--- src/design/md_timer.sv ---
module md_timer #(
    parameter int MD_LATENCY = 4
) (
    input  logic clk,
    input  logic reset,
    input  logic flush,
    input  logic md_start,
    output logic md_busy
);

    localparam int CNT_W = $clog2(MD_LATENCY + 1);

    // cycles left before the unit takes another op
    logic [CNT_W-1:0] count;

    always_ff @(posedge clk) begin
        if (reset || flush) begin
            count <= '0;
        end else if (md_start) begin
            count <= CNT_W'(MD_LATENCY);
        end else if (count != '0) begin
            count <= count - 1'b1;
        end
    end

    // still busy after the coming edge
    // at count one the last blocked edge is the next one,
    // so the controller may leave its wait state on it
    assign md_busy = count > CNT_W'(1);

endmodule

--- config.mk ---
export PLATFORM = sky130hd
export DESIGN_NAME = md_timer
export DESIGN_NICKNAME = d
export VERILOG_FILES = /design/src/design/md_timer.sv
export SDC_FILE = /design/constraint.sdc
export NUM_CORES = 1
export LEC_CHECK = 0
export BUFFER_PORTS_ARGS = -buffer_cell sky130_fd_sc_hd__buf_2
export CAP_MARGIN = 40
export CORE_AREA = 2 2 39 41
export CTS_BUF_LIST = sky130_fd_sc_hd__clkbuf_16
export DETAILED_ROUTE_END_ITERATION = 12
export DIE_AREA = 0 0 41 43
export HOLD_SLACK_MARGIN = 0.03
export SLEW_MARGIN = 20
export SYNTH_ARGS = -nofsm -noshare
export SYNTH_HDL_FRONTEND = slang
export SYNTH_SLANG_ARGS = --single-unit
--- constraint.sdc ---
create_clock -name clk -period 2.6 [get_ports clk]
set_input_delay 0.13 -clock clk [delete_from_list [all_inputs] [get_ports clk]]
set_output_delay 0.13 -clock clk [all_outputs]
set_load 0.05 [all_outputs]
Yosys cells after proc, flatten, opt, wreduce, memory -nomap -nowiden:

Cells that the tools add are included.

* bits in registers: 3
* input port bits: 4
* word-level logic and storage cells: 10

* add/sub/neg operators: 1
* order comparisons: 1
* multiplexer cells: 2
* reductions and logical operators: 4

Operators by type and width (count)
* 2-to-1 mux 3 bit: 2
* > comparator 3 x 1 -> 1 bit, second input constant: 1
* nonzero test 3 bit: 1
* subtractor 3 x 1 -> 3 bit, second input constant: 1
* nonzero test 2 bit: 1
* OR reduction 2 bit: 1
* logical OR 1 bit: 1

Longest topological paths before layout:

* word-level depth: 3
* mapped depth: 5

Worst setup path before layout:

No wires, ideal clock.

* path kind: flip-flop to output port
* start: register count[1]
* end: output port md_busy
* data arrival time: 1.314 ns
* setup slack: 1.156 ns
* cell stages (with the launch flop): 4
* path buffers: 0
* cell sequence: dfxtp_1 -> inv_1 -> ha_1 -> o21bai_1

* cells in the longest elaborated chain, start to end: 1

Ends and longest elaborated chain
* from (decl): line 14 `logic [CNT_W-1:0] count;`
* from (signal assigned): line 20 `count <= CNT_W'(MD_LATENCY);`
* from (signal assigned): line 22 `count <= count - 1'b1;`
* > comparator 3 x 1 -> 1 bit: line 29 `assign md_busy = count > CNT_W'(1);`
* to (decl): line 8 `output logic md_busy`

No other way between the ends.

Worst setup path in the final report:

Ends and elaborated chain as after synthesis.

==> metrics.txt <==
clock root cell clkbuf_16; nets@finish 36; GRT Resource Usage Total under 10%; Die ar. between 1500 and 2000 sq um; worst setup margin 1260 ps; area share of xor/xnor cells in the synthesized design 4.73%; HP Start reset; post-synthesis compound-gate area fraction 14.9%; Period Utilization, post-route 51.7%; Yosys top cell by area dfxtp_1; Crit path arrival time 1210 ps; Clock Latency Late Sink ~220 ps; clock skew 0.804 ps; max_cap viols 0; Setup CP Type flop to output port; final wirelength 355 microns; CP Max Fanout 3; main combinational cell family by area after synthesis simple AND/OR/NAND/NOR gates; Placed Area 225 sq um; antenna-violating nets left 0; hold buffer count at cts 0; status finished, final reports clean; largest net degree at the start of global routing 5; dominant cells by area after synthesis dfxtp_1 32%, ha_1 20%, nor2_1 8.1%; Synth Instances 20; flops & latches, synth 3; CTS tree built; area grow syn2layout 64.2%; routed vias/inst 3.55; Slew @ Worst Pin between 200 and 250 ps; Design Area, Final 304 sq um; Hold EP count[2]$_SDFFE_PP0P_; vias in the first global route 168; Die W 41 microns; smallest hold slack 83.9 ps; Setup TNS 0 ps; Overall Power 307 uW; Final setup viols 0; maximum clock frequency roughly 740 MHz; clock transition at the registers of the reported paths ~30 ps; Setup crit start kind flop; biggest regs count (3); # H-tree levels 1; register area share after synthesis 32.4%; met2 GRT Util under 10%; Yosys Warn Count 0; Placer Congestion 0.614; met1 usage under 10%; reg2reg start count[0]$_SDFFE_PP0P_; clock sink total 3; initial core utilization 13.4%; Clk network pwr share 78.1%; IO Port Bufs 4; P_int 253 uW; vias between 150 and 200; # Post-CTS Setup Buffers 0; CP Capture Type output port; Post-CTS Resized 0; Worst EP required 2470 ps; sequential power share between 10% and 20%; Pleak 0.127 nW; final hold violations 0; Synth cell types 12; Final Slew Violations 0; residual DRC count 0; # rows 14; antenna violations before repair 0; M3 GR Usage 3.66%; ratio of cells with drive above 1 in the final layout 32.1%; num ports 5; reg2reg end count[1]$_SDFFE_PP0P_; Post-Syn Area around 190 sq um; hpwl dp 265 microns; PD cells 1010 nW/um^2; combinational power share 6.0%; Reg with most FFs count; Peak VDD IR ~380 uV; initial drt markers 4; Switching Share 17.4%; Synth Net Count 27; first-pass GRT wire length 641 microns; mux contribution to synthesized area 0%; routed len/inst 8.07 microns; top-area cell type share of the netlist area between 30% and 40%; Synth Area in Adders 20.3%; grt peak-use layer met2; most frequent cells in the layout 4 x nor2_1, 4 x buf_2; Worst Hold Class input pin to flop; CTS buffer count 3; RSZ-0062 raised after global routing false; Sw Pwr 53.4 uW; simple-gate share of the synthesized area 23.6%; Core ar. 1380 sq um; Max clock buf depth 2; ANT cells 0; Hold Crit Depth 2; gr ovfl total 0; worst reg2reg setup slack 1430 ps; dpl ws 1430 ps; Final min period 1340 ps; Initial DRT Pass Iterations 2; Reg2Reg Depth 5; max_slew headroom between 80% and 90%; syn_area_per_cell 9.26 sq um; Die H 43 microns; max FFs per register 3
## cell usage after synthesis
cell	count
nor2_1	4
o21bai_1	1
inv_1	2
nor2b_1	1
nor3_1	1
a211oi_1	1
ha_1	3
nand2b_1	1
or3_4	1
xnor2_1	1
dfxtp_1	3
a211oi_2	1
## how the worst max path moves through the flow
stage	from	end	depth (start not counted)
6_report	count[1]$_SDFFE_PP0P_	md_busy	4
5_1_grt	count[1]$_SDFFE_PP0P_	md_busy	4
4_1_cts	count[1]$_SDFFE_PP0P_	md_busy	4
3_5_place_dp	count[0]$_SDFFE_PP0P_	count[1]$_SDFFE_PP0P_	5
3_3_place_gp	count[0]$_SDFFE_PP0P_	count[1]$_SDFFE_PP0P_	5
2_1_floorplan	count[1]$_SDFFE_PP0P_	md_busy	3
## area by class of cell
class	instances	area [sq um]
Clock buffer	3	75.1
Clock inverter	1	3.75
Fill cell	160	1080
Inverter	2	7.51
Multi-Input combinational cell	15	118
Sequential cell	3	60.1
Tap cell	16	20.0
Timing Repair Buffer	4	20.0
## worst max-delay path, cell delays in order, from the launching register on
cell and delay (ps):
dfxtp_1 330, inv_1 80, ha_1 180, o21bai_1 130, buf_2 270
## metal layers
metal,part of all wire (%),vias to the layer above
met5,0,-
met4,0,0
met3,8.5,0
met2,46,5
met1,45,69
li1,-,82
## cell families (layout without fill, tap and decap cells)
| family | Yosys count | after routing |
|---|---|---|
| flops | 3 | 3 |
| simple gates | 8 | 8 |
| compound gates | 3 | 3 |
| buf+inv | 2 | 10 |
| xor+xnor | 1 | 1 |
| fa+ha+maj | 3 | 3 |
## metrics by stage
stage          std cells  util (%)
2_1_floorplan         20         -
3_3_place_gp          40      16.3
3_5_place_dp          40      16.3
4_1_cts               44      22.0
5_1_grt               44      22.0
6_report              44      22.0
## power by group through the flow
stage | Combinational, mW | Clock [mW] | Sequential, mW
floorplan | 0.0133 | 0 | 0.0492
global placement | 0.0183 | 0 | 0.0494
detailed placement | 0.0186 | 0 | 0.0495
CTS | 0.0188 | 0.243 | 0.0489
global route | 0.0204 | 0.250 | 0.0491
finish | 0.0184 | 0.240 | 0.0489
No activity file was read; power rests on OpenSTA's default activity.
