===== src/design/isa_pkg.sv =====
package isa_pkg;

    // architectural register file size
    localparam int NUM_REGS = 32;

    // register index width, log2 of the register count
    localparam int REG_IDX_W = 5;

    typedef logic [REG_IDX_W-1:0] reg_idx_t;

    // datapath word
    typedef logic [31:0] word_t;

    // coarse operation class, all the pairing rules care about
    // nop at zero so a cleared entry decodes as harmless
    typedef enum logic [2:0] {
        // bubble or real nop
        OP_NOP     = 3'd0,
        // plain integer op, single cycle in execute
        OP_ALU     = 3'd1,
        // mult/div, result lands in hi/lo
        OP_MD      = 3'd2,
        // mfhi/mflo, reads hi/lo
        OP_HILO_RD = 3'd3,
        // branch or jump, next entry is its delay slot
        OP_BRANCH  = 3'd4,
        // syscall/eret class, never paired
        OP_TRAP    = 3'd5
    } op_class_t;

endpackage


===== src/design/pipe_pkg.sv =====
package pipe_pkg;

    // width of the program order tag
    localparam int TAG_W = 8;

    // sequence number from decode, wraps freely
    typedef logic [TAG_W-1:0] tag_t;

    // one decoded instruction as it sits in the issue queue
    // moves between decode, queue and execute as a unit
    typedef struct packed {
        // program order
        tag_t                tag;
        // class used by the pairing rules
        isa_pkg::op_class_t  op;
        // first source register
        isa_pkg::reg_idx_t   rs;
        // second source register
        isa_pkg::reg_idx_t   rt;
        // destination register
        isa_pkg::reg_idx_t   rd;
        // set when rd is really written
        logic                writes_rd;
        // raw immediate field, only carried through
        logic [15:0]         imm;
    } dec_entry_t;

endpackage


===== src/design/issue_queue.sv =====
module issue_queue #(
    parameter int QUEUE_DEPTH = 8
) (
    input  logic                       clk,
    input  logic                       reset,
    input  logic                       flush,
    input  logic                       accept_en,
    input  logic [1:0]                 dec_valid,
    input  pipe_pkg::dec_entry_t [1:0] dec_entry,
    output logic                       dec_ready,
    input  logic [1:0]                 issue_en,
    input  logic                       iss_ready,
    output pipe_pkg::dec_entry_t [1:0] head_entry,
    output logic [1:0]                 head_valid
);

    localparam int PTR_W = $clog2(QUEUE_DEPTH);

    // bank 0 even, bank 1 odd
    pipe_pkg::dec_entry_t mem [2][QUEUE_DEPTH];

    // pointers carry one extra wrap bit for full/empty
    logic [PTR_W:0] head [2];
    logic [PTR_W:0] tail [2];

    // bank that takes the older decode slot next
    logic enq_sel;
    logic enq_yng;
    // bank holding the oldest entry
    logic deq_sel;
    logic deq_yng;

    logic [1:0] empty;
    logic [1:0] full;
    logic [1:0] push_bank;
    logic [1:0] pop_bank;
    logic       push;

    assign enq_yng = ~enq_sel;
    assign deq_yng = ~deq_sel;

    always_comb begin
        for (int b = 0; b < 2; b++) begin
            empty[b] = head[b] == tail[b];
            // same index, opposite wrap bit
            full[b] = (head[b] ^ tail[b]) == {1'b1, {PTR_W{1'b0}}};
        end
    end

    // each bank must have room for one, a pair takes one per bank
    assign dec_ready = accept_en && !full[0] && !full[1];
    assign push = dec_ready && (dec_valid != 2'b00);

    always_comb begin
        push_bank = 2'b00;
        pop_bank = 2'b00;
        if (push) begin
            push_bank[enq_sel] = dec_valid[1];
            push_bank[enq_yng] = dec_valid[0];
        end
        if (iss_ready) begin
            pop_bank[deq_sel] = issue_en[1];
            pop_bank[deq_yng] = issue_en[0];
        end
    end

    // head pair in program order, older from the deq_sel bank
    // strict alternation means older empty implies queue empty
    assign head_valid[1] = !empty[deq_sel];
    assign head_valid[0] = !empty[deq_yng];
    assign head_entry[1] = mem[deq_sel][head[deq_sel][PTR_W-1:0]];
    assign head_entry[0] = mem[deq_yng][head[deq_yng][PTR_W-1:0]];

    // payload write, no reset
    always_ff @(posedge clk) begin
        if (push_bank[enq_sel]) begin
            mem[enq_sel][tail[enq_sel][PTR_W-1:0]] <= dec_entry[1];
        end
        if (push_bank[enq_yng]) begin
            mem[enq_yng][tail[enq_yng][PTR_W-1:0]] <= dec_entry[0];
        end
    end

    always_ff @(posedge clk) begin
        if (reset || flush) begin
            head[0] <= '0;
            head[1] <= '0;
            tail[0] <= '0;
            tail[1] <= '0;
            enq_sel <= 1'b0;
            deq_sel <= 1'b0;
        end else begin
            for (int b = 0; b < 2; b++) begin
                if (push_bank[b]) begin
                    tail[b] <= tail[b] + 1'b1;
                end
                if (pop_bank[b]) begin
                    head[b] <= head[b] + 1'b1;
                end
            end
            // a single entry flips the steering, a pair keeps it
            if (push && (dec_valid[1] ^ dec_valid[0])) begin
                enq_sel <= enq_yng;
            end
            if (iss_ready && (issue_en[1] ^ issue_en[0])) begin
                deq_sel <= deq_yng;
            end
        end
    end

endmodule


===== config.mk =====
export PLATFORM = sky130hd
export DESIGN_NAME = issue_queue
export DESIGN_NICKNAME = d
export VERILOG_FILES = /design/src/design/isa_pkg.sv /design/src/design/pipe_pkg.sv /design/src/design/issue_queue.sv
export SDC_FILE = /design/constraint.sdc
export NUM_CORES = 2
export LEC_CHECK = 0
export BUFFER_PORTS_ARGS = -buffer_cell sky130_fd_sc_hd__clkbuf_2
export CAP_MARGIN = 10
export CORE_MARGIN = 5
export CORE_UTILIZATION = 58
export CTS_CLUSTER_DIAMETER = 80
export DETAILED_ROUTE_END_ITERATION = 8
export PLACE_DENSITY = 0.76
export SLEW_MARGIN = 20
export SYNTH_ARGS = -nofsm -noshare
export SYNTH_HDL_FRONTEND = slang
export SYNTH_SLANG_ARGS = --single-unit

===== constraint.sdc =====
create_clock -name clk -period 17.7 [get_ports clk]
set_clock_uncertainty 0.15 [all_clocks]
set_input_delay 0.885 -clock clk [delete_from_list [all_inputs] [get_ports clk]]
set_output_delay 0.885 -clock clk [all_outputs]
set_load 0.01 [all_outputs]

Word-level counts from Yosys, hierarchy flattened

Memories as Yosys holds them, arrays and structs flattened. A register that Yosys moved wholly into a read port is not among the register bits.
Cells that the tools add are included.
W data, S select, Z words.

Eq/ne operators: 4
Muxes and demuxes: 58
Bitwise operators: 16
Magnitude comparators: 14
$add $sub $neg: 4
Reductions and logical operators: 17

Operators by type and width:

| kind                  | count |
|---|---|
| $mux W344             | 2 |
| $bmux W43 S3          | 2 |
| $demux W43 S3         | 2 |
| $mux W43              | 6 |
| $mux W1               | 34 |
| $add A4 B1 Y4 const B | 4 |
| $ge A4 B4 Y1 const B  | 4 |
| $mux W4               | 4 |
| $not A3 Y4            | 4 |
| $logic_and A1 B1 Y1   | 11 |
| $eq A4 B4 Y1          | 2 |
| $eq A4 B4 Y1 const B  | 2 |
| $lt A1 B2 Y1 const B  | 4 |
| $lt A4 B1 Y1 const B  | 2 |
| $xor A4 B4 Y4         | 2 |
| $and A2 B2 Y2         | 2 |
| $bwmux W2             | 2 |
| $demux W1 S1          | 4 |
| $ge A1 B1 Y1 const B  | 4 |
| $logic_not A1 Y1      | 4 |
| $mux W2               | 2 |
| $or A1 B1 Y1          | 4 |
| $not A1 Y1            | 2 |
| $reduce_bool A2 Y1    | 1 |
| other kinds (2)       | 3 |

Memories kept: 3
Input bits: 95
Register bits after elaboration: 2
Memory bits (writable): 704
Word-level logic and storage cells: 118

Memory list:

| memory | depth | bits a word | read ports | clocked after memory_dff | wr ports | RTL line          | RTL |
|---|---|---|---|---|---|---|---|
| mem    | 2     | 344         | 2          | 1                        | 2        | issue_queue.sv:20 | `pipe_pkg::dec_entry_t mem [2][QUEUE_DEPTH];` |
| head   | 2     | 4           | 4          | 1                        | 2        | issue_queue.sv:23 | `logic [PTR_W:0] head [2];` |
| tail   | 2     | 4           | 4          | 1                        | 2        | issue_queue.sv:24 | `logic [PTR_W:0] tail [2];` |

Logic depth before layout (Yosys ltp)

Depth after elaboration: 11
Depth in mapped cells: 9
Mapped depth without buffers: 7

Least setup slack after synthesis

OpenSTA, ideal clock, no wires.

Path kind: in2reg
From: in dec_valid[0]
To: mem mem[1][43] (netlist bit), enable pin
Slack: 11,106 ps
Required time: 16,988 ps
Setup time: 562 ps
Stages: 5
Arrival time: 5,882 ps
Path through: inv_1 ha_1 nor2b_1 nand2_1 o41ai_1

RTL lines:

| element            | RTL line          | RTL |
|---|---|---|
| start: declaration | issue_queue.sv:8  | `input logic [1:0] dec_valid,` |
| end: declaration   | issue_queue.sv:20 |  |

==> reports/results.ini <==
[outcome]
outcome=finished, final reports clean

[sta]
slew_viol_final=0
final.period_utilization_pct=34.9
tightestPinTransition_ns=1.16
hold_slack_ns=0.311
fmax_mhz=162
relSlewSlack_pct=22.4
hold_viol_final=0
rsz0062_at_grt=no
setup_slack_ns=11.53
fin_crit_ns=6.17
fin_setup_tns_ns=0
setup_viol=0

[power_and_ir_drop]
pwr-share-seq_pct=48.2
combPwrFrac_pct=13.0
internal_power_uw=2920
peakVddDrop_uv=71.5
p_sw_share_pct=25.7
power_leakage_uw=0.0152
p_per_area_nw_per_um2=90.5
power_frac_clock_pct=38.8
p_switching_uw=1010

[worst_setup_path]
path_max_fanout=86
max_stage_delay_ns=0.92
rr_startpoint=head[0][0]
crit_buf_inv=4
critPathTopFamily=buffers and inverters
path_common_cell=buf_4
crit_path_start_kind=register
arrival_ns=5.14
r2r_slack_ns=12.82
worst_ep_required_time_ns=16.67
reg2reg_depth=7
cp_slowest_cell=buf_4
crit_type=reg -> out
path_cells=inv_6, buf_4, nor3_1, a31oi_4, buf_4, a21oi_1, nor4_1, clkbuf_2
r2r_end=mem[0][215]
endpoint_kind=primary output

[floorplan]
row_count=96
die_w_um=272
core_area_um2=68300
die-area_um2=74000
dieHeight_um=272
io_pins=184
start_util_pct=58.3

[clock_network]
clkSinkCount=708
clk_latency_ns=0.63
clockBufferDepth=3
cts_root_buf=clkbuf_16
cts_buffers=77
path_clk_slew_ns=0.07
cts_resized=0
cts_tree=yes
holdBufCountCts=0
htreeDepth=3
cts_setup_buffers=0

[placed_design]
gp_congestion=0.829
io_buffers=183
post-place-ws_ns=12.34
dp_hpwl_mm=65.5

[logic_synthesis]
synth_seq_cells=708
netlist_area_um2=39800
synth_seq_area_share_pct=53.3
async_flop_share_pct=0
synth_edf_count=704
synth-main-ff-cell=edfxtp_1
syn_inst=3084
yosysWarnings=0
ys_types=48
syn-num-nets=3184
avgSynthCellArea_um2=12.9

[final_layout]
fin_util_pct=63.4
fillers=4978
drive_gt1_share_pct=21.3
nets=3178
syn_to_final_growth_pct=8.89

[hold_path]
worstHoldEndpoint=deq_sel
holdCritPathClass=in -> reg
holdPathStages=2
worstHoldStart=reset

[grt]
overflow=0
antenna_found_initial=2
grt_max_degree=131
grt_pass1_wl_mm=170
grt_pass1_vias=27500
grt_util_all_layers_pct=29.8

[drt]
drc_errors=0
drt_iter0_markers=3561
wl_per_cell_um=28.4
routed-via-count=27300
ant_nets=0
dr.pass1.iters=8
drt-vias-per-instance=6.80
drt-total-wl_mm=114

[job]
drv_cap=0

power by group through the flow:
| stage | Sequential [uW] | Clock, uW | Combinational, uW |
|---|---|---|---|
| after floorplan | 1920 | 0 | 325 |
| after global placement | 1920 | 0 | 485 |
| after detailed placement | 1920 | 0 | 500 |
| after CTS | 1890 | 1530 | 503 |
| after global routing | 1890 | 1600 | 541 |
| final | 1890 | 1520 | 511 |
per-stage QoR:
| step | instance area (um^2) | instances | total power [uW] |
|---|---|---|---|
| 6_report | 43400 | 4017 | 3920 |
| 5_1_grt | 43300 | 4016 | 4030 |
| 4_1_cts | 43300 | 4016 | 3920 |
| 3_5_place_dp | 41000 | 3881 | 2420 |
| 3_3_place_gp | 41000 | 3881 | 2410 |
| 2_1_floorplan | 39800 | 3084 | 2240 |
per-layer routing:
metal / track usage, % / wire [um] / vias to the layer above
met3: 4.34 / 10200 / 283
met5: 0 / 62 / -
met2: 50.3 / 55600 / 1554
li1: - / - / 11800
met4: 10.6 / 3870 / 4
met1: 39.6 / 44300 / 13700
how the worst max path moves through the flow:
stage,cells after the start,slack (ns),to,start
after floorplan,5,11.11,mem[1][43],dec_valid[0]
after global placement,8,12.45,head_entry[72],register
after detailed placement,8,12.34,head_entry[72],register
after CTS,8,11.67,head_entry[72],register
after global routing,8,11.43,head_entry[72],register
final,8,11.53,head_entry[72],register
area by class of cell:
| cell class | instances | area [um^2] | share of cell area [%] |
|---|---|---|---|
| antenna | 1 | 2.50 | 0.00577 |
| clock buffer | 99 | 2030 | 4.68 |
| clock inverter | 36 | 278 | 0.641 |
| inverter | 14 | 60.1 | 0.139 |
| multi-input combinational | 2051 | 17400 | 40.1 |
| sequential | 708 | 21200 | 49.0 |
| tap | 882 | 1100 | 2.55 |
| timing repair buffer | 226 | 1260 | 2.92 |
cell families after synthesis:
| logic type | synth area share (%) |
|---|---|
| mux | 29.6 |
| flops | 53.3 |
| simple gates | 5.71 |
| compound gates | 6.93 |
| buf+inv | 3.86 |
| xor+xnor | 0.396 |
| fa+ha+maj | 0.157 |
cells in the mapped netlist, drive strengths merged, types with 10 or more instances:
library cell  count  area (um^2)
clkbuf          184          691
buf             127          795
nor2b            41          257
o22ai           108          676
a2bb2oi          12          105
o21ai            12         60.1
mux2i           324         3240
a211o            50          438
a211oi           39          293
edfxtp          704        21100
nor4             27          196
nand2           253          950
a21oi           187          936
mux2            760         8560
xor2             10         87.6
nor2             92          345
nor3             53          265
inv              14         52.6
and2             12         75.1
sequential cells by signal, summed over array words and instances (netlist names), named ones only:
signal   cells
deq_sel      1
enq_sel      1
head         8
mem        688
tail         8
layout by cell type, fill, tap and decap left out, drive strengths merged, types with 27 or more instances in the layout:
| master | Yosys | routed |
|---|---|---|
| mux2 | 760 | 760 |
| nor2b | 41 | 41 |
| mux2i | 324 | 324 |
| a21oi | 187 | 187 |
| o22ai | 108 | 108 |
| nor4 | 27 | 27 |
| buf | 127 | 43 |
| nor3 | 53 | 53 |
| clkinv | 0 | 30 |
| nand2 | 253 | 253 |
| a211oi | 39 | 39 |
| a211o | 50 | 50 |
| edfxtp | 704 | 704 |
| clkbuf | 184 | 282 |
| nor2 | 92 | 92 |
(Power assumes the default switching activity.)
