### src/design/isa_pkg.sv
package isa_pkg;

    // architectural register file size
    localparam int NUM_REGS = 32;

    // register index width, log2 of the register count
    localparam int REG_IDX_W = 5;

    typedef logic [REG_IDX_W-1:0] reg_idx_t;

    // datapath word
    typedef logic [31:0] word_t;

    // coarse operation class, all the pairing rules care about
    // nop at zero so a cleared entry decodes as harmless
    typedef enum logic [2:0] {
        // bubble or real nop
        OP_NOP     = 3'd0,
        // plain integer op, single cycle in execute
        OP_ALU     = 3'd1,
        // mult/div, result lands in hi/lo
        OP_MD      = 3'd2,
        // mfhi/mflo, reads hi/lo
        OP_HILO_RD = 3'd3,
        // branch or jump, next entry is its delay slot
        OP_BRANCH  = 3'd4,
        // syscall/eret class, never paired
        OP_TRAP    = 3'd5
    } op_class_t;

endpackage

### src/design/pipe_pkg.sv
package pipe_pkg;

    // width of the program order tag
    localparam int TAG_W = 8;

    // sequence number from decode, wraps freely
    typedef logic [TAG_W-1:0] tag_t;

    // one decoded instruction as it sits in the issue queue
    // moves between decode, queue and execute as a unit
    typedef struct packed {
        // program order
        tag_t                tag;
        // class used by the pairing rules
        isa_pkg::op_class_t  op;
        // first source register
        isa_pkg::reg_idx_t   rs;
        // second source register
        isa_pkg::reg_idx_t   rt;
        // destination register
        isa_pkg::reg_idx_t   rd;
        // set when rd is really written
        logic                writes_rd;
        // raw immediate field, only carried through
        logic [15:0]         imm;
    } dec_entry_t;

endpackage

### src/design/issue_ctrl.sv
module issue_ctrl (
    input  logic                       clk,
    input  logic                       reset,
    input  logic                       flush,
    input  logic                       md_busy,
    input  logic [1:0]                 issue_en,
    input  pipe_pkg::dec_entry_t [1:0] head_entry,
    input  logic                       iss_ready,
    output logic                       md_start,
    output logic                       md_block,
    output logic                       accept_en
);

    typedef enum logic [1:0] {
        RUN     = 2'd0,
        MD_WAIT = 2'd1,
        FLUSH   = 2'd2
    } state_t;

    state_t state;
    logic   md_issue;

    // mult/div in either issuing slot, at most one per pair
    always_comb begin
        md_issue = 1'b0;
        for (int i = 0; i < 2; i++) begin
            if (issue_en[i] && (head_entry[i].op == isa_pkg::OP_MD)) begin
                md_issue = 1'b1;
            end
        end
    end

    // only counts once execute takes the pair
    assign md_start = md_issue && iss_ready;

    always_ff @(posedge clk) begin
        if (reset || flush) begin
            state <= FLUSH;
        end else begin
            case (state)
                // one dead cycle to let the queue settle empty
                FLUSH: state <= RUN;
                RUN: begin
                    if (md_start) begin
                        state <= MD_WAIT;
                    end
                end
                MD_WAIT: begin
                    if (!md_busy) begin
                        state <= RUN;
                    end
                end
                default: state <= FLUSH;
            endcase
        end
    end

    assign md_block = state == MD_WAIT;

    // no issue and no enqueue on a flush edge or the cycle after
    assign accept_en = (state != FLUSH) && !flush;

endmodule

### config.mk
export PLATFORM = sky130hd
export DESIGN_NAME = issue_ctrl
export DESIGN_NICKNAME = d
export VERILOG_FILES = /design/src/design/isa_pkg.sv /design/src/design/pipe_pkg.sv /design/src/design/issue_ctrl.sv
export SDC_FILE = /design/constraint.sdc
export NUM_CORES = 1
export LEC_CHECK = 0
export ABC_CLOCK_PERIOD_IN_PS = 1260
export BUFFER_PORTS_ARGS = -buffer_cell sky130_fd_sc_hd__buf_2
export CORE_AREA = 2 2 39 41
export DETAILED_ROUTE_END_ITERATION = 7
export DIE_AREA = 0 0 41 43
export PLACE_DENSITY = 0.82
export SLEW_MARGIN = 20
export SYNTH_ARGS = -nofsm -noshare
export SYNTH_HDL_FRONTEND = slang
export SYNTH_SLANG_ARGS = --single-unit
export TNS_END_PERCENT = 10
### constraint.sdc
create_clock -name clk -period 1.26 [get_ports clk]
set_input_delay 0.252 -clock clk [delete_from_list [all_inputs] [get_ports clk]]
set_output_delay 0.252 -clock clk [all_outputs]
set_load 0.02 [all_outputs]
# [Word level (Yosys, flattened, before mapping)]
# Cells that the tools add are included.
[totals] out_inout_bits=3 regBits=2 input_bits=93
[op_classes] n_reduce_logical=8 n_eq_ne=7 n_mux=5
[op_table] cell="$eq 3x2->1 const B" count=2
[op_table] cell="$ne 2x2->1 const B" count=3
[op_table] cell="$pmux 2 s3" count=1
[op_table] cell="$logic_and 1x1->1" count=4
[op_table] cell="$mux 2" count=2
[op_table] cell="$eq 2x1->1 const B" count=1
[op_table] cell="$eq 2x2->1 const B" count=1
[op_table] cell="$logic_not 2->1" count=1
[op_table] cell="$mux 1" count=2
[op_table] cell="$reduce_and 2->1" count=1
[op_table] cell="$logic_not 1->1" count=1
[op_table] cell="$logic_or 1x1->1" count=1

# [Logic depth before layout (Yosys ltp)]
# Gate-level depths: netlist (run 1).
[depth] word_depth=7 mapped_depth=3 depth_no_buf=3

# [Least setup slack after synthesis (run 1)]
# Ideal clock, no wire load.
[synth_path] path_type="input port to flip-flop" from="input port head_entry[34] (netlist bit)" to="register state[0]" stages=3 arrival_time_ns=0.914 t_required_ns=1.143 setup_ns=0.117 n_path_buf=0 slack_ns=0.229 path_cell_list="and4bb_1 > o21a_1 > a22o_1"
[synth_via] elab_chain_len=7
[synth_rtl] item="from (decl)" line_no="issue_ctrl.sv:7" source="input pipe_pkg::dec_entry_t [1:0] head_entry,"
[synth_rtl] item="$eq 3x2->1" line_no="issue_ctrl.sv:27" source="if (issue_en[i] && (head_entry[i].op == isa_pkg::OP_MD)) begin"
[synth_rtl] item="$logic_and 1x1->1" line_no="issue_ctrl.sv:27"
[synth_rtl] item="$mux 1 (2 in series)" line_no="issue_ctrl.sv:27"
[synth_rtl] item="$logic_and 1x1->1" line_no="issue_ctrl.sv:34" source="assign md_start = md_issue && iss_ready;"
[synth_rtl] item="via md_start" line_no="issue_ctrl.sv:9" source="output logic md_start,"
[synth_rtl] item="$ne 2x2->1 (no line)"
[synth_rtl] item="$reduce_and 2->1 (no line)"
[synth_rtl] item="to (signal assigned)" line_no="issue_ctrl.sv:38" source="state <= FLUSH;"
[synth_rtl] item="to (signal assigned)" line_no="issue_ctrl.sv:42" source="FLUSH: state <= RUN;"
[synth_rtl] item="to (signal assigned)" line_no="issue_ctrl.sv:45" source="state <= MD_WAIT;"
[synth_rtl] item="to (decl)" line_no="issue_ctrl.sv:20" source="state_t state;"
# The timed path passes the listed nets, and every way through them passes these cells.
# A chain may end at the register's enable or synchronous reset.

# [Worst setup path in the final report (run 1)]
[layout_path] from="input port head_entry[34] (netlist bit)" to="output port md_start"
[layout_via] elab_chain_len=5
[layout_rtl] item="$eq 3x2->1" line_no="issue_ctrl.sv:27"
[layout_rtl] item="$logic_and 1x1->1" line_no="issue_ctrl.sv:27"
[layout_rtl] item="$mux 1 (2 in series)" line_no="issue_ctrl.sv:27"
[layout_rtl] item="$logic_and 1x1->1" line_no="issue_ctrl.sv:34"
[layout_rtl] item="to (decl)" line_no="issue_ctrl.sv:9"
# Every way passes these cells.

==> impl_metrics.tcl, run 1 <==
set metrics [dict create \
    drt_first_pass_iters 1 \
    io_buffers 15 \
    synth-async-reset-ratio_pct 0 \
    relSlewSlack_pct 84.48 \
    netlist_area_um2 115.1 \
    run_status "finished, final reports clean" \
    fillCellCount 151 \
    n_antenna_cell 0 \
    seqCellArea_um2 40.04 \
    largest_reg_flops 2 \
    maxSlewViolCount 0 \
    grt_max_degree 6 \
    detailroute.via_count 177 \
    core_mm2 0.001384 \
    crit_required_ns 1.01 \
    die_y_um 43 \
    die_w_um 41 \
    drt_iter0_markers 0 \
    grt_use_total_pct 6.106 \
    syn_to_final_growth_pct 104.3 \
    multi_input_area_um2 71.32 \
    yosysUniqueCellTypes 9 \
    critPathLaunchType "input pin" \
    syn_nets 105 \
    seq_area_frac_synth_pct 34.78 \
    wirelength_um 382 \
    arrival_ns 0.91 \
    ys_ff_latch 2 \
    max_cap_viol_count 0 \
    path_class "in2out" \
    synth_area_per_cell_um2 9.593 \
    fp-row-count 14 \
    grt_pass1_wl_um 676 \
    path_clk_slew_ns 0.03 \
    cts_root_buffer "clkbuf_4" \
    post-cts-setup-buffers 0 \
    rsz0062_at_grt "false" \
    whs_ns 0.2464 \
    top_register "state" \
    cts.sinks 2 \
    synth_edf_count 0 \
    yosysTopAreaCellShare_pct 34.78 \
    synth_cells 12 \
    clk_path_buf_depth 2 \
    initial_core_util_pct 8.318 \
    tritoncts "yes" \
    num-nets-final 125 \
    antenna_found_initial 0 \
    grt_pass1_vias 192 \
    viasPerCell 3.848 \
    power_density_mw_per_mm2 1020 \
    ir_worst_vdd_v 0.0003641 \
    dieArea_mm2 0.001763 \
    wl_per_cell_um 8.304 \
    max_freq_ghz 0.8605 \
    routabilityCongestion 0.7008 \
    tns_ns 0 \
    drt_drc_violations_left 0 \
    crit_chain "buf_2 -> and4bb_1 -> o21a_1 -> buf_2" \
    critPathCaptureType "output pin" \
    reg.largest.list "state: 2 flops" \
    crit_path_frequent_cell "buf_2" \
    htreeDepth 1 \
    critPathMaxStageDelay_ns 0.25 \
    path_max_fanout 2 \
    hold_viol 0 \
    synth_top_flop_cell "dfxtp_1" \
    overflow 0 \
    setup_viol 0 \
    clock_latency_ns 0.22 \
    ant_nets 0 \
    drive_above_1_share_pct 60.00 \
    finalCritPeriodShare_pct 92.23 \
    synth_area_leader_cell "dfxtp_1" \
    yosys_warnings 0 \
    fin_skew_ns 0.0006762 \
    synthTopCellsByCount "and4bb_1 (2), dfxtp_1 (2), nor4_1 (2)" \
    hold_path_class "in2reg" \
    p_leak_uw 0.0001198 \
    min_period_ns 1.162 \
    ios 96 \
    worst_pin_slew_ns 0.2307 \
    cts_inserted_buffers 3 \
    synthTopCellsByArea "dfxtp_1 (35%), and4bb_1 (22%), nor4_1 (11%), a211o_1 (7.6%), a22o_1 (7.6%)" \
    slowest_stage "and4bb_1" \
]
[layer usage]
layer	track usage (%)	vias up	part of all wire (%)
met4	6.000	0	0
met5	0	-	0
met1	5.414	75	38
met3	3.665	0	15
met2	8.750	16	47
li1	-	86	-
[area by class of cell]
cell class	count	area share (%)
clock buffer	3	9.574
inverter	1	1.596
multi-input combinational	9	30.32
sequential	2	17.02
tap	16	8.511
timing repair buffer	15	32.98
[metrics by stage]
step | std cells | total power [µW] | worst slack (ns) | util, % | area, µm²
global placement | 43 | 99.21 | 0.1257 | 15.19 | 210.2
detailed placement | 43 | 100.9 | 0.09323 | 15.19 | 210.2
floorplan | 12 | 78.15 | 0.2291 | - | 115.1
finish | 46 | 239.9 | 0.09792 | 17.00 | 235.2
CTS | 46 | 251.7 | 0.06445 | 16.82 | 232.7
global route | 46 | 259.1 | 0.0003626 | 17.00 | 235.2
[kinds of logic after synthesis]
| logic type | count (synthesis) | share of synthesized area [%] |
|---|---|---|
| buf+inv | 1 | 3.258 |
| simple gates | 5 | 35.86 |
| compound gates | 4 | 26.09 |
| flops | 2 | 34.78 |
[cell usage in the layout (no fill, tap or decap)]
| cell | n |
|---|---|
| a211o_1 | 1 |
| a21oi_1 | 1 |
| a22o_1 | 1 |
| and4bb_1 | 2 |
| buf_2 | 14 |
| buf_4 | 1 |
| clkbuf_4 | 3 |
| dfxtp_1 | 2 |
| inv_1 | 1 |
| nor2_1 | 1 |
| nor4_1 | 2 |
| o21a_1 | 1 |
[timing repair]
| action | in CTS | in global routing |
|---|---|---|
| hold buffers | 0 | 0 |
| endpoints found under the setup margin | 0 | 1 |
| resized for setup | 0 | 1 |
| endpoints found under the hold margin | 0 | 0 |
[worst max-delay path, delay by kind of cell]
family,cells,cell delay [ns]
buf+inv,2,0.26
simple gates,1,0.25
compound gates,1,0.15
[power by group]
group	total (µW)	switching, µW	internal [µW]
sequential	67.9	2.17	65.7
combinational	32.4	12.2	20.3
clock	140	34.7	105
[worst paths after layout]
path / slack (ns) / cells past startpoint / from / end
setup / recovery: 0.1 / 4 / head_entry[34] / md_start
hold / removal: 0.25 / 2 / reset / state[1]
setup reg to reg: 0.37 / 3 / state[0] / state[0]
hold reg to reg: 0.48 / 1 / state[0] / state[1]
No activity file was read; power rests on OpenSTA's default activity.
==> run 2: changes to the inputs <==
--- a/config.mk
+++ b/config.mk
@@ -5,12 +5,13 @@
 export SDC_FILE = /design/constraint.sdc
 export NUM_CORES = 1
 export LEC_CHECK = 0
-export ABC_CLOCK_PERIOD_IN_PS = 1260
+export ABC_CLOCK_PERIOD_IN_PS = 900
 export BUFFER_PORTS_ARGS = -buffer_cell sky130_fd_sc_hd__buf_2
 export CORE_AREA = 2 2 39 41
+export CTS_CLUSTER_DIAMETER = 60
 export DETAILED_ROUTE_END_ITERATION = 7
 export DIE_AREA = 0 0 41 43
-export PLACE_DENSITY = 0.82
+export PLACE_DENSITY = 0.86
 export SLEW_MARGIN = 20
 export SYNTH_ARGS = -nofsm -noshare
 export SYNTH_HDL_FRONTEND = slang
==> constraint.sdc (replaced) <==
create_clock -name clk -period 0.9 [get_ports clk]
set_input_delay 0.18 -clock clk [delete_from_list [all_inputs] [get_ports clk]]
set_output_delay 0.18 -clock clk [all_outputs]
set_load 0.02 [all_outputs]
==> run 2 against run 1 <==
Against the previous run:
- the flow now finishes with violations (setup timing)
- die area is the same
- count of clock-buffer cells in the layout is the same
- setup slack lost 0.22 ns
- hold slack got worse by 0.077 ns
- critical path depth decreased by 2
- non-clock buffer count increased by 2
- sequential power rose by 43%
==> impl_metrics.tcl, run 2 (same netlist as run 1, synthesis figures left out) <==
set metrics [dict create \
    rsz0062_at_grt "true" \
    max_cap_viol_count 0 \
    cts_root_buffer "clkbuf_4" \
    grt_use_total_pct 6.306 \
    syn_to_final_growth_pct 147.8 \
    top_register "state" \
    placed_cell_area_um2 211.5 \
    place_inst 43 \
    path_clk_slew_ns 0.03 \
    clock_latency_ns 0.22 \
    p_leak_uw 0.0001358 \
    num-nets-final 127 \
    detailroute.via_count 185 \
    cts.sinks 2 \
    power_density_mw_per_mm2 1212 \
    slowest_stage "dfxtp_2" \
    initial_core_util_pct 8.318 \
    crit_required_ns 0.72 \
    hold_buffers 0 \
    drive_above_1_share_pct 81.25 \
    final_cell_mix "buf_2 (12), clkbuf_4 (3), buf_4 (3)" \
    drt_iter0_markers 0 \
    viasPerCell 3.854 \
    fp-row-count 14 \
    final_cells 48 \
    drt_drc_violations_left 0 \
    crit_buf_inv 1 \
    finalCritPeriodShare_pct 113.9 \
    run_status "complete, but fails checks" \
    htreeDepth 1 \
    design_area_um2 285.3 \
    worst_pin_slew_ns 0.2686 \
    core_mm2 0.001384 \
    fillCellCount 142 \
    n_antenna_cell 0 \
    drt_first_pass_iters 1 \
    violations "setup timing" \
    critPathCaptureType "output pin" \
    critPathMaxStageDelay_ns 0.34 \
    overflow 0 \
    ir_worst_vdd_v 0.0007840 \
    setup_viol 4 \
    ios 96 \
    dieArea_mm2 0.001763 \
    tritoncts "yes" \
    maxSlewViolCount 0 \
    die_w_um 41 \
    critPathLaunchType "flop" \
    die_y_um 43 \
    max_freq_ghz 0.9752 \
    wl_per_cell_um 8.396 \
    clk_path_buf_depth 2 \
    reg.largest.list "state: 2 flops" \
    largest_reg_flops 2 \
    ant_nets 0 \
    antenna_found_initial 0 \
    setup_ws_ns -0.1255 \
    wirelength_um 403 \
    path_class "reg2out" \
    crit_family "flip-flops" \
    routabilityCongestion 0.6420 \
    grt_pass1_vias 220 \
    hold_viol 0 \
    layout_commonest_cell "buf_2" \
    relSlewSlack_pct 81.93 \
    dp_hpwl_um 302.4 \
    arrival_ns 0.85 \
    fin_skew_ns 0.004355 \
    hold_path_class "in2reg" \
    crit_chain "a21oi_2 -> buf_6" \
    io_buffers 15 \
    min_period_ns 1.025 \
    grt_max_degree 6 \
    grt_pass1_wl_um 731 \
    path_max_fanout 5 \
    cts_inserted_buffers 3 \
]
[run 2: cell types whose count changed in the layout (fill, tap and decap cells not counted), sizes merged]
cell,before,now
buf,15,17
[run 2: power by group]
part           leakage [µW]  total, µW  internal (µW)  switching [µW]
Clock             0.0000138        195            147            48.0
Sequential        0.0000167       97.3           92.5            4.73
Combinational      0.000105       53.5           32.7            20.8
Total              0.000136        346            272            73.5
[run 2: layout make-up]
type                       count  area, µm²  share of cell area [%]
clock buffer                   3      22.52                   7.895
inverter                       1      3.754                   1.316
multi-input combinational      9      91.34                   32.02
tap                           16      20.02                   7.018
sequential                     2      42.54                   14.91
timing repair buffer          17      105.1                   36.84
[run 2: worst paths after layout]
| path | depth (start not counted) | slack (ns) | end | start |
|---|---|---|---|---|
| setup / recovery | 2 | -0.13 | accept_en | state[1] |
| hold / removal | 2 | 0.17 | state[0] | md_busy |
| setup reg to reg | 3 | -0.08 | state[0] | state[0] |
| hold reg to reg | 1 | 0.55 | state[1] | state[1] |
[run 2: timing repair]
item,in CTS,in global routing
gates resized for setup,9,2
cloned,0,0
pin swaps,1,3
buffers inserted,2,0
endpoints found under the hold margin,0,0
endpoints found under the setup margin,4,4
[run 2: worst reg2reg max path: cells and delay by family, from the launching register on]
| family | cells | cell delay [ns] |
|---|---|---|
| DFF | 1 | 0.31 |
| and+or+nand+nor | 1 | 0.30 |
| AOI/OAI and AO/OA | 1 | 0.18 |
| buffers and inverters | 1 | 0.13 |
[run 2: stage by stage]
step                      setup slack, ns  hold WS [ns]  total power (µW)  util [%]  TNS [ns]
final                             -0.1255        0.1692             345.8     20.61   -0.4002
after global routing              -0.1757        0.1809             373.1     20.61   -0.6045
after CTS                         -0.1383        0.1690             353.0     20.16   -0.4201
after detailed placement          -0.1038        0.3967             140.9     15.28   -0.1854
after global placement            -0.1008        0.3929             139.2     15.28   -0.1787
after floorplan                  -0.03736        0.2744             109.7         -  -0.04910
[run 2: routing by layer]
| metal | part of all wire, % | routed length [µm] | global-route usage, % |
|---|---|---|---|
| met5 | 0 | 0 | 0 |
| met1 | 37 | 151 | 7.325 |
| met4 | 0 | 0 | 2.000 |
| met2 | 44 | 176 | 8.125 |
| met3 | 19 | 75 | 5.759 |
