File: src/design/isa_pkg.sv
package isa_pkg;

    // architectural register file size
    localparam int NUM_REGS = 32;

    // register index width, log2 of the register count
    localparam int REG_IDX_W = 5;

    typedef logic [REG_IDX_W-1:0] reg_idx_t;

    // datapath word
    typedef logic [31:0] word_t;

    // coarse operation class, all the pairing rules care about
    // nop at zero so a cleared entry decodes as harmless
    typedef enum logic [2:0] {
        // bubble or real nop
        OP_NOP     = 3'd0,
        // plain integer op, single cycle in execute
        OP_ALU     = 3'd1,
        // mult/div, result lands in hi/lo
        OP_MD      = 3'd2,
        // mfhi/mflo, reads hi/lo
        OP_HILO_RD = 3'd3,
        // branch or jump, next entry is its delay slot
        OP_BRANCH  = 3'd4,
        // syscall/eret class, never paired
        OP_TRAP    = 3'd5
    } op_class_t;

endpackage

File: src/design/pipe_pkg.sv
package pipe_pkg;

    // width of the program order tag
    localparam int TAG_W = 8;

    // sequence number from decode, wraps freely
    typedef logic [TAG_W-1:0] tag_t;

    // one decoded instruction as it sits in the issue queue
    // moves between decode, queue and execute as a unit
    typedef struct packed {
        // program order
        tag_t                tag;
        // class used by the pairing rules
        isa_pkg::op_class_t  op;
        // first source register
        isa_pkg::reg_idx_t   rs;
        // second source register
        isa_pkg::reg_idx_t   rt;
        // destination register
        isa_pkg::reg_idx_t   rd;
        // set when rd is really written
        logic                writes_rd;
        // raw immediate field, only carried through
        logic [15:0]         imm;
    } dec_entry_t;

endpackage

File: src/design/pair_check.sv
module pair_check (
    input  pipe_pkg::dec_entry_t [1:0] head_entry,
    input  logic [1:0]                 head_valid,
    input  logic [1:0]                 rs_ready,
    input  logic [1:0]                 rt_ready,
    input  logic                       md_block,
    input  logic                       accept_en,
    output logic [1:0]                 issue_en
);

    pipe_pkg::dec_entry_t older;
    pipe_pkg::dec_entry_t younger;

    logic older_md;
    logic younger_md;
    logic older_can;
    logic raw_hazard;
    logic hilo_hazard;
    logic class_ok;
    logic younger_ok;

    // slot 1 is the older of the head pair
    assign older = head_entry[1];
    assign younger = head_entry[0];

    assign older_md = older.op == isa_pkg::OP_MD;
    assign younger_md = younger.op == isa_pkg::OP_MD;

    // older alone, ignoring its delay slot partner
    assign older_can = accept_en && head_valid[1]
                       && rs_ready[1] && rt_ready[1]
                       && !(older_md && md_block);

    // younger reads what older writes in the same pair
    // r0 writes are dropped so they create no dependency
    assign raw_hazard = older.writes_rd && (older.rd != '0)
                        && ((older.rd == younger.rs) || (older.rd == younger.rt));

    // hi/lo not written yet when the read would go
    assign hilo_hazard = older_md && (younger.op == isa_pkg::OP_HILO_RD);

    // younger class limits
    // branch needs its own slot, trap goes alone either way
    assign class_ok = (younger.op != isa_pkg::OP_BRANCH)
                      && (younger.op != isa_pkg::OP_TRAP)
                      && (older.op != isa_pkg::OP_TRAP);

    // younger can go beside the older
    // one mult/div unit, so never two per pair and never while busy
    assign younger_ok = head_valid[0]
                        && rs_ready[0] && rt_ready[0]
                        && class_ok
                        && !raw_hazard
                        && !hilo_hazard
                        && !(older_md && younger_md)
                        && !(younger_md && md_block);

    // a branch only leaves together with its delay slot
    assign issue_en[1] = older_can
                         && ((older.op != isa_pkg::OP_BRANCH) || younger_ok);

    // younger never overtakes
    assign issue_en[0] = issue_en[1] && younger_ok;

endmodule

File: config.mk
export PLATFORM = sky130hd
export DESIGN_NAME = pair_check
export DESIGN_NICKNAME = d
export VERILOG_FILES = /design/src/design/isa_pkg.sv /design/src/design/pipe_pkg.sv /design/src/design/pair_check.sv
export SDC_FILE = /design/constraint.sdc
export NUM_CORES = 1
export LEC_CHECK = 0
export BUFFER_PORTS_ARGS = -buffer_cell sky130_fd_sc_hd__buf_2
export CORE_UTILIZATION = 17
export DETAILED_ROUTE_END_ITERATION = 10
export GPL_TIMING_DRIVEN = 0
export PLACE_DENSITY = 0.88
export REMOVE_ABC_BUFFERS = 1
export SLEW_MARGIN = 20
export SYNTH_ARGS = -nofsm -noshare
export SYNTH_HDL_FRONTEND = slang
export SYNTH_SLANG_ARGS = --single-unit
File: constraint.sdc
create_clock -name vclk -period 0.8
set_input_delay 0.04 -clock vclk [all_inputs]
set_output_delay 0.04 -clock vclk [all_outputs]
set_load 0.01 [all_outputs]
Yosys cells after proc, flatten, opt, wreduce, memory -nomap -nowiden

Index checks and enable logic that the tools add are counted.

Add/subtract/negate cells: 0
Multipliers: 0
Div/mod/pow operators: 0
Magnitude comparators: 0
Equal/unequal tests: 9
Shift-type cells: 0
Muxes and demuxes: 0
Bitwise logic cells: 0
Reductions and logical operators: 29

Operator list:

| cell                                                             | count |
|---|---|
| 1-bit logical AND                                                | 21 |
| 3-bit != test (second input constant)                            | 4 |
| 5-bit == test                                                    | 2 |
| 3-bit by 2-bit == test with 1-bit output (second input constant) | 3 |
| 1-bit zero test                                                  | 5 |
| 5-bit nonzero test                                               | 1 |
| 1-bit logical OR                                                 | 2 |

Register bits after elaboration: 0
Latch bits: 0
RAM bits: 0
Memory bits (read-only): 0
Input port bits: 94
Output and inout port bits: 2
Logic and storage cells: 38
Memories kept: 0

Logic depth before layout (Yosys ltp)

Gate-level depths: netlist (run 1).

Depth in word-level cells: 11
Depth in mapped cells: 4

Worst setup path after synthesis (run 1)

OpenSTA, ideal clock, no wires.

Path type: input -> output
Start: in rs_ready[1]
End: out issue_en[0]
Arrival time: 0.845 ns
Required time: 0.760 ns
Path slack: -0.085 ns
Stages: 4
Cells stage by stage: nand4_1 -> nor4_4 -> nand3_1 -> a31oi_1

Longest elaborated chain between the ends: 5

RTL lines:

| what                            | line             | source |
|---|---|---|
| start, declared                 | pair_check.sv:4  | `input logic [1:0] rs_ready,` |
| 1-bit logical AND (2 in series) | pair_check.sv:31 | `&& rs_ready[1] && rt_ready[1]` |
| 1-bit logical AND               | pair_check.sv:32 | `&& !(older_md && md_block);` |
| 1-bit logical AND               | pair_check.sv:60 | `&& ((older.op != isa_pkg::OP_BRANCH) \|\| younger_ok);` |
| 1-bit logical AND               | pair_check.sv:63 | `assign issue_en[0] = issue_en[1] && younger_ok;` |
| end, declared                   | pair_check.sv:8  | `output logic [1:0] issue_en` |

Every way passes these cells.

Worst setup path after layout (run 1)

Start: in head_valid[1]
End: out issue_en[0]

Longest elaborated chain between the ends: 6

RTL lines:

| what                            | line             | source |
|---|---|---|
| start, declared                 | pair_check.sv:3  | `input logic [1:0] head_valid,` |
| 1-bit logical AND               | pair_check.sv:30 | `assign older_can = accept_en && head_valid[1]` |
| 1-bit logical AND (2 in series) | pair_check.sv:31 |  |
| 1-bit logical AND               | pair_check.sv:32 |  |
| 1-bit logical AND               | pair_check.sv:60 |  |
| 1-bit logical AND               | pair_check.sv:63 |  |

Every way passes these cells.

==> results of run 1 <==
[final cells by class]
| cell class | instances | area, sq um | area share (%) |
|---|---|---|---|
| Multi-Input combinational cell | 35 | 262.8 | 54.83 |
| Tap cell | 15 | 18.77 | 3.916 |
| Timing Repair Buffer | 32 | 197.7 | 41.25 |
[metrics by stage]
step	hold slack (ns)	power, mW	area, sq um
3_5_place_dp	0.3618	0.1914	441.7
2_1_floorplan	0.1817	0.08812	262.8
6_report	0.3682	0.2074	479.2
5_1_grt	0.3885	0.2299	479.2
3_3_place_gp	0.3545	0.1844	441.7
4_1_cts	0.3662	0.2074	473.0
[kinds of logic (layout without fill, tap and decap cells)]
family          Yosys count  after routing  share of synthesized area, %
simple gates             20             20                         55.71
xor+xnor                 10             10                         33.33
compound gates            5              5                         10.95
buf+inv                   0             32                             0
[power by group]
group          leakage [nW]  internal [mW]  switching, mW
clock network             0              0              0
registers                 0              0              0
logic                 0.209          0.129         0.0784
[cells in the final DEF, fill, tap and decap left out, types with 2 or more instances in the layout]
master / netlist / final
sky130_fd_sc_hd__buf_2: 0 / 26
sky130_fd_sc_hd__nand2_1: 3 / 3
sky130_fd_sc_hd__nand3_1: 4 / 4
sky130_fd_sc_hd__a31oi_1: 2 / 2
sky130_fd_sc_hd__buf_6: 0 / 6
sky130_fd_sc_hd__nor2b_1: 2 / 2
sky130_fd_sc_hd__nor3b_1: 2 / 2
sky130_fd_sc_hd__xnor2_1: 10 / 10
[metal layers]
metal | vias up | track usage [%] | part of all wire [%]
li1 | 194 | - | -
met1 | 156 | 7.278 | 37
met2 | 23 | 23.83 | 55
met3 | 0 | 0 | 7.5
met4 | 0 | 0 | 0
met5 | - | 0 | 0
[final timing paths]
| kind | slack, ns | endpoint | cells after the start | from |
|---|---|---|---|---|
| min | 0.37 | issue_en[0] | 3 | head_entry[59] |
| max | -0.29 | issue_en[0] | 6 | head_valid[1] |
[repair_timing]
action                     4_1_cts  5_1_grt
setup endpoints to repair        2        2
pin swaps                        4        3
resized for setup                5        1
==> Implementation_results.wiki, run 1 <==
{| class="wikitable"
! Metric !! Value
|-
| Status || finished, violations left
|-
| Violated checks || setup timing
|-
| Antenna violations before repair || 0
|-
| Final count of negative-setup-slack endpoints || 2
|-
| Post-Synthesis Cells || 35
|-
| Layout cell share with drive strength beyond 1 || a little over half
|-
| Synthesized area per cell || about 7.5 sq um
|-
| Max-cap check violation count || 0
|-
| Total standard cell area after synthesis || roughly 260 sq um
|-
| Final worst path period need || 1.087 ns
|-
| Number of antenna diodes || 0
|-
| Sum of buffers and inverters on the critical path || 2
|-
| Sequential cell count || 0
|-
| Detailed-route DRC error count || 0
|-
| Hold_buf cts || 0
|-
| Overflow left after global routing || 0
|-
| Arr. time, crit path || ~1.1 ns
|-
| Hold Path Class || in -> out
|-
| Share of the clock period used by the worst path || 135.9%
|-
| Final worst setup slack || -0.2869 ns
|-
| Post-Place Setup Slack || -0.3049 ns
|-
| Number of placed I/O pins || between 90 and 100
|-
| Power per cell area || about 430 nW/um^2
|-
| Placed Cells incl. Taps || just over 80
|-
| Final Slew Violations || 0
|-
| First-pass GRT wire length || 1083 um
|-
| Peak supply drop || approximately 0.11 mV
|-
| Transition time at the pin with the least slew margin || 0.2710 ns
|-
| Number of clock buffers in the layout || 0
|-
| Synth warn || 0
|-
| CP delay by family, top || simple AND/OR/NAND/NOR gates
|-
| Yosys top cell area share || roughly a third
|-
| Via count || about 370
|-
| Die boundary width || 41.32 um
|-
| Slew margin rel. || ~80%
|-
| Placed wire-length estimate after detailed placement || 718 um
|-
| Fill cells || about 150
|-
| Setup crit end kind || output port
|-
| Number of distinct library cells after synthesis || 18
|-
| Average wire per standard cell || 9.427 um
|-
| Total wirelength of the detailed-routed design || 773 um
|-
| Area growth, synth to finish || 82.38%
|-
| 1st-iter DRT viols || 1
|-
| Drt via density || between 4 and 5
|-
| Critical-path top delay cell || sky130_fd_sc_hd__nor4_4
|-
| Type of the setup path with the least slack || in -> out
|-
| Chip Height || 41.32 um
|-
| Maximum achievable frequency || roughly 900 MHz
|-
| First-pass detailed-route iteration total || 3
|-
| CP peak stage delay || approximately 0.33 ns
|-
| Critical path launch point type || input port
|-
| Cell types with the highest counts after synthesis || sky130_fd_sc_hd__xnor2_1, sky130_fd_sc_hd__nand3_1, sky130_fd_sc_hd__nand2_1
|-
| Static leakage power || 0.2086 nW
|-
| Number of global-route vias before repair || 332
|-
| Floorplan die area || roughly 1700 sq um
|-
| Global-route usage over all layers || a little under a tenth
|-
| Cell types occupying the most area after synthesis || sky130_fd_sc_hd__xnor2_1, sky130_fd_sc_hd__nor4_4, sky130_fd_sc_hd__nand3_1
|-
| Maximum number of pins on one net before global-route repair || 5
|-
| Seq. cell area || 0 sq um
|-
| Hold Vio Cnt, Final || 0
|-
| Cell-by-cell trace of the critical path || buf_6, nand4_1, nor4_4, nand3_1, a31oi_1, buf_2
|-
| Setup tns final || -0.5547 ns
|-
| Top-count cell post-synth || sky130_fd_sc_hd__xnor2_1
|-
| Unrepaired setup endpoints after global routing || true
|-
| Core occupancy in the finished layout || between 30% and 40%
|-
| Setup repair bufs after CTS || 0
|-
| Std-Cell Rows || 13
|-
| Area of the placeable core || roughly 1400 sq um
|-
| Final weighted congestion of routability-driven global placement || 0.6367
|-
| Number of port buffers || 32
|-
| Req. time, crit path || 0.76 ns
|-
| Post-route insts no fill || between 80 and 90
|-
| Starting Density || between 15 and 20%
|-
| Sequential area share after synthesis || 0%
|-
| Largest area contributor in the netlist || sky130_fd_sc_hd__xnor2_1
|-
| Remaining number of nets flagged by the antenna check after routing || 0
|-
| CP Max Fanout || 2
|-
| Final net count || 163
|}
No activity file was read; power rests on OpenSTA's default activity.
==> run 2: changes to the inputs <==
- CORE_UTILIZATION: 17 -> 19
- PLACE_DENSITY: 0.88 -> 0.95
- clock period: 0.8 -> 1.3 ns (I/O delays scaled with it)
==> Implementation_results.wiki, run 2 (synthesis gave the netlist of run 1 again) <==
{| class="wikitable"
! Metric !! Value
|-
| Status || completed
|-
| Hold Vio Cnt, Final || 0
|-
| Antenna violations before repair || 0
|-
| Power share of the clock group || 0%
|-
| Sequential cell fraction of total power || 0%
|-
| Starting Density || 20.19%
|-
| Number of clock buffers in the layout || 0
|-
| Setup tns final || 0 ns
|-
| Final count of negative-setup-slack endpoints || 0
|-
| Area of all placed cells without fillers || 441.7 sq um
|-
| Sum of buffers and inverters on the critical path || 2
|-
| Share of the clock period used by the worst path || approximately 87%
|-
| Floorplan die area || ~1500 sq um
|-
| Switching pwr || ~0.05 mW
|-
| Req. time, crit path || ~1.2 ns
|-
| Via count || ~380
|-
| Highest signal layer in the routed design || met3
|-
| Critical path launch point type || input port
|-
| Area of the placeable core || 1301 sq um
|-
| Transition time at the pin with the least slew margin || 0.2465 ns
|-
| Number of resized instances in the post-cts repair step || 0
|-
| Total wirelength of the detailed-routed design || between 700 and 800 um
|-
| Core occupancy in the finished layout || about a third
|-
| Cell-internal power || 0.06847 mW
|-
| Maximum achievable frequency || 883.1 MHz
|-
| Post-route met1 wirelength || between 200 and 300 um
|-
| Type of the setup path with the least slack || in -> out
|-
| Overflow left after global routing || 0
|-
| Switching Share || between 40% and 50%
|-
| Number of port buffers || 32
|-
| Number of global-route vias before repair || ~320
|-
| Number of antenna diodes || 0
|-
| Final net count || 163
|-
| Hold_buf cts || 0
|-
| Area growth, synth to finish || 68.10%
|-
| Peak supply drop || approximately 0.076 mV
|-
| Arr. time, crit path || between 1 and 1.5 ns
|-
| Seq. cell area || 0 sq um
|-
| Die boundary width || 39.19 um
|-
| Multi-input gate area || around 260 sq um
|-
| Most frequent cells in the layout || sky130_fd_sc_hd__buf_2, sky130_fd_sc_hd__xnor2_1, sky130_fd_sc_hd__nand3_1
|-
| Final Slew Violations || 0
|-
| CP delay by family, top || simple AND/OR/NAND/NOR gates
|-
| Chip Height || between 30 and 40 um
|-
| Number of placed I/O pins || between 90 and 100
|-
| Met2 wire length || 429 um
|-
| Worst-case hold slack || around 0.40 ns
|-
| Detailed-route DRC error count || 0
|-
| 1st-iter DRT viols || 0
|-
| Static leakage power || ~0.2 nW
|-
| Hold Path Class || in -> out
|-
| Layout cell share with drive strength beyond 1 || a little over half
|-
| Combinational group share of total power || 100.0%
|-
| CP peak stage delay || 0.26 ns
|-
| Sequential cell count || 0
|-
| Leading cell type in the layout, fill and taps excluded || sky130_fd_sc_hd__buf_2
|-
| Maximum number of pins on one net before global-route repair || 5
|-
| First-pass detailed-route iteration total || 1
|-
| Critical path destination || issue_en[0]
|-
| Fill cells || roughly 150
|-
| Setup crit end kind || output port
|-
| Launching instance or port of the critical path || head_entry[77]
|-
| Slew margin rel. || 83.53%
|-
| Power per cell area || around 270 nW/um^2
|-
| Average wire per standard cell || 9.707 um
|-
| Setup repair bufs after CTS || 0
|-
| Cell-by-cell trace of the critical path || buf_2, and4bb_4, nor4_4, nand3_1, a31oi_1, buf_2
|-
| Most Frequent Cell on Critical Path || sky130_fd_sc_hd__buf_2
|-
| CP Max Fanout || 4
|-
| Final weighted congestion of routability-driven global placement || 0.7225
|-
| Placement-stage cell area || between 400 and 500 sq um
|-
| Remaining number of nets flagged by the antenna check after routing || 0
|-
| Met3 wirelength from detailed routing || 85 um
|-
| Final worst path period need || 1.132 ns
|-
| Worst path depth || 6
|-
| Std-Cell Rows || 13
|-
| Max-cap check violation count || 0
|-
| Critical-path top delay cell || sky130_fd_sc_hd__nor4_4
|-
| Global-route usage over all layers || 9.941%
|-
| First-pass GRT wire length || ~1100 um
|-
| Unrepaired setup endpoints after global routing || false
|-
| Drt via density || ~4.6
|}
-- run 2: area by class of cell --
type / instances / share of cell area [%]
multi-input combinational: 35 / 59.49
timing repair buffer: 32 / 36.26
tap: 15 / 4.249
-- run 2: worst min path at each step --
stage | start | end | slack (ns) | cells after the start
after floorplan | head_entry[59] | issue_en[0] | 0.23 | 1
after global placement | head_entry[59] | issue_en[0] | 0.40 | 3
after detailed placement | head_entry[59] | issue_en[0] | 0.40 | 3
after CTS | head_entry[59] | issue_en[0] | 0.40 | 3
after global routing | head_entry[59] | issue_en[0] | 0.45 | 3
final | head_entry[59] | issue_en[0] | 0.40 | 3
-- run 2: worst min-delay path: cells and delay by family --
| family | cells | cell delay (ns) |
|---|---|---|
| buffers and inverters | 2 | 0.21 |
| AO/OA/AOI/OAI | 1 | 0.06 |
-- run 2: layer usage --
metal | vias up | global-route usage (%)
li1 | 193 | -
met1 | 159 | 8.108
met2 | 29 | 24.17
met3 | 0 | 1.156
met4 | 0 | 0
met5 | - | 0
-- run 2: per-stage QoR --
stage	std cells	power (mW)	setup slack (ns)
after CTS	82	0.1198	0.1672
final	82	0.1183	0.1676
after global placement	82	0.1132	0.1747
after global routing	82	0.1290	0.04690
after floorplan	35	0.05422	0.3650
after detailed placement	82	0.1192	0.1787
-- run 2: power groups by stage --
stage               clock, mW  combinational [mW]  sequential, mW
finish                      0               0.118               0
global route                0               0.129               0
CTS                         0               0.120               0
detailed placement          0               0.119               0
global placement            0               0.113               0
floorplan                   0              0.0542               0
==> run 3: changes to the inputs <==
- GPL_ROUTABILITY_DRIVEN: unset -> 0
- PLACE_DENSITY: 0.95 -> 0.91
==> Implementation_results.wiki, run 3 (synthesis gave the netlist of run 1 again) <==
{| class="wikitable"
! Metric !! Value
|-
| Number of global-route vias before repair || slightly above 300
|-
| Final count of negative-setup-slack endpoints || 0
|-
| Remaining number of nets flagged by the antenna check after routing || 0
|-
| Antenna violations before repair || 0
|-
| Cell-by-cell trace of the critical path || buf_2, and4bb_4, nor3_2, and3b_1, a21oi_1, buf_2
|-
| CP delay by family, top || simple AND/OR/NAND/NOR gates
|-
| Via count || about 380
|-
| Drt via density || 4.683
|-
| 1st-iter DRT viols || 3
|-
| Hold_buf cts || 0
|-
| Number of placed I/O pins || 96
|-
| Hold Vio Cnt, Final || 0
|-
| Core occupancy in the finished layout || 33.94%
|-
| Number of antenna diodes || 0
|-
| Most Frequent Cell on Critical Path || sky130_fd_sc_hd__buf_2
|-
| Die boundary width || about 39 um
|-
| Seq. cell area || 0 sq um
|-
| Hold Path Depth || 3
|-
| Share of the clock period used by the worst path || about nine tenths
|-
| Layout cell share with drive strength beyond 1 || a little over half
|-
| Hold Path Class || in -> out
|-
| Sequential cell count || 0
|-
| First-pass detailed-route iteration total || 2
|-
| Area of the placeable core || 1301 sq um
|-
| Critical path launch point type || input port
|-
| Global-route usage over all layers || a little under a tenth
|-
| Detailed-route DRC error count || 0
|-
| CP Max Fanout || 4
|-
| Number of clock buffers in the layout || 0
|-
| Peak supply drop || ~0.085 mV
|-
| Chip Height || about 40 um
|-
| Endpoint of the worst hold path || issue_en[0]
|-
| Setup crit end kind || output port
|-
| Setup repair bufs after CTS || 0
|-
| Critical-path top delay cell || sky130_fd_sc_hd__and4bb_4
|-
| Number of resized instances in the post-cts repair step || 0
|-
| Maximum achievable frequency || roughly 860 MHz
|-
| Max-cap check violation count || 0
|-
| Power Total || roughly 0.12 mW
|-
| Floorplan die area || approximately 1500 sq um
|-
| Type of the setup path with the least slack || in -> out
|-
| Overflow left after global routing || 0
|-
| Slew margin rel. || between 80% and 90%
|-
| Sum of buffers and inverters on the critical path || 2
|-
| Status || completed
|-
| Leading cell type in the layout, fill and taps excluded || sky130_fd_sc_hd__buf_2
|-
| Final net count || 163
|-
| Area growth, synth to finish || 68.10%
|-
| Number of port buffers || 32
|-
| First-pass GRT wire length || between 1000 and 1500 um
|-
| Static leakage power || 0.1959 nW
|-
| Std-Cell Rows || 13
|-
| Transition time at the pin with the least slew margin || 0.2629 ns
|-
| Most frequent cells in the layout || sky130_fd_sc_hd__buf_2, sky130_fd_sc_hd__xnor2_1, sky130_fd_sc_hd__nand3_1
|-
| Total wirelength of the detailed-routed design || about 730 um
|-
| Arr. time, crit path || 1.09 ns
|-
| Power per cell area || ~260 nW/um^2
|-
| Worst hold path startpoint || head_entry[59]
|-
| CP peak stage delay || between 0.2 and 0.3 ns
|-
| Placed Cells incl. Taps || between 80 and 90
|-
| Unrepaired setup endpoints after global routing || false
|-
| Maximum number of pins on one net before global-route repair || 5
|-
| Final Slew Violations || 0
|-
| Average wire per standard cell || ~8.9 um
|-
| Starting Density || roughly a fifth
|-
| Setup tns final || 0 ns
|-
| Final worst path period need || around 1.2 ns
|-
| Req. time, crit path || 1.24 ns
|-
| Post-route insts no fill || 82
|}
run 3: how the worst max path moves through the flow:
stage                         from           to  slack (ns)  cells after the start
finish              head_entry[77]  issue_en[1]        0.14                      6
floorplan              rs_ready[1]  issue_en[0]        0.37                      4
detailed placement  head_entry[77]  issue_en[1]        0.15                      6
CTS                 head_entry[77]  issue_en[1]        0.15                      6
global placement    head_entry[77]  issue_en[0]        0.17                      6
global route        head_entry[77]  issue_en[0]        0.03                      6
run 3: tightest hold or removal path: stages:
cell                      delay (ns)
sky130_fd_sc_hd__buf_2          0.09
sky130_fd_sc_hd__a31oi_1        0.07
sky130_fd_sc_hd__buf_2          0.13
run 3: where the power goes:
part,internal [mW],leakage [nW],switching [mW]
Clock,0,0,0
Combinational,0.0684,0.196,0.0485
Sequential,0,0,0
Total,0.0684,0.196,0.0485
run 3: routing by layer:
metal / global-route usage [%] / vias up / part of all wire, % / routed length, um
met5: 0 / - / 0 / 0
met4: 0 / 0 / 0 / 0
met3: 0 / 0 / 9.4 / 69
met2: 21.67 / 28 / 48 / 352
met1: 9.797 / 163 / 42 / 310
li1: - / 193 / - / -
run 3: cell type report:
type	count	area (sq um)
fillers	143	859.6
multi-input cells	35	262.8
well taps	15	18.77
repair buffers	32	160.2
run 3: metrics by stage:
stage               setup slack (ns)  instance area, sq um  hold slack [ns]
floorplan                     0.3650                 262.8           0.2317
global placement              0.1712                 441.7           0.4150
detailed placement            0.1546                 441.7           0.4121
CTS                           0.1458                 441.7           0.4160
global route                 0.03295                 441.7           0.4527
finish                        0.1411                 441.7           0.4173
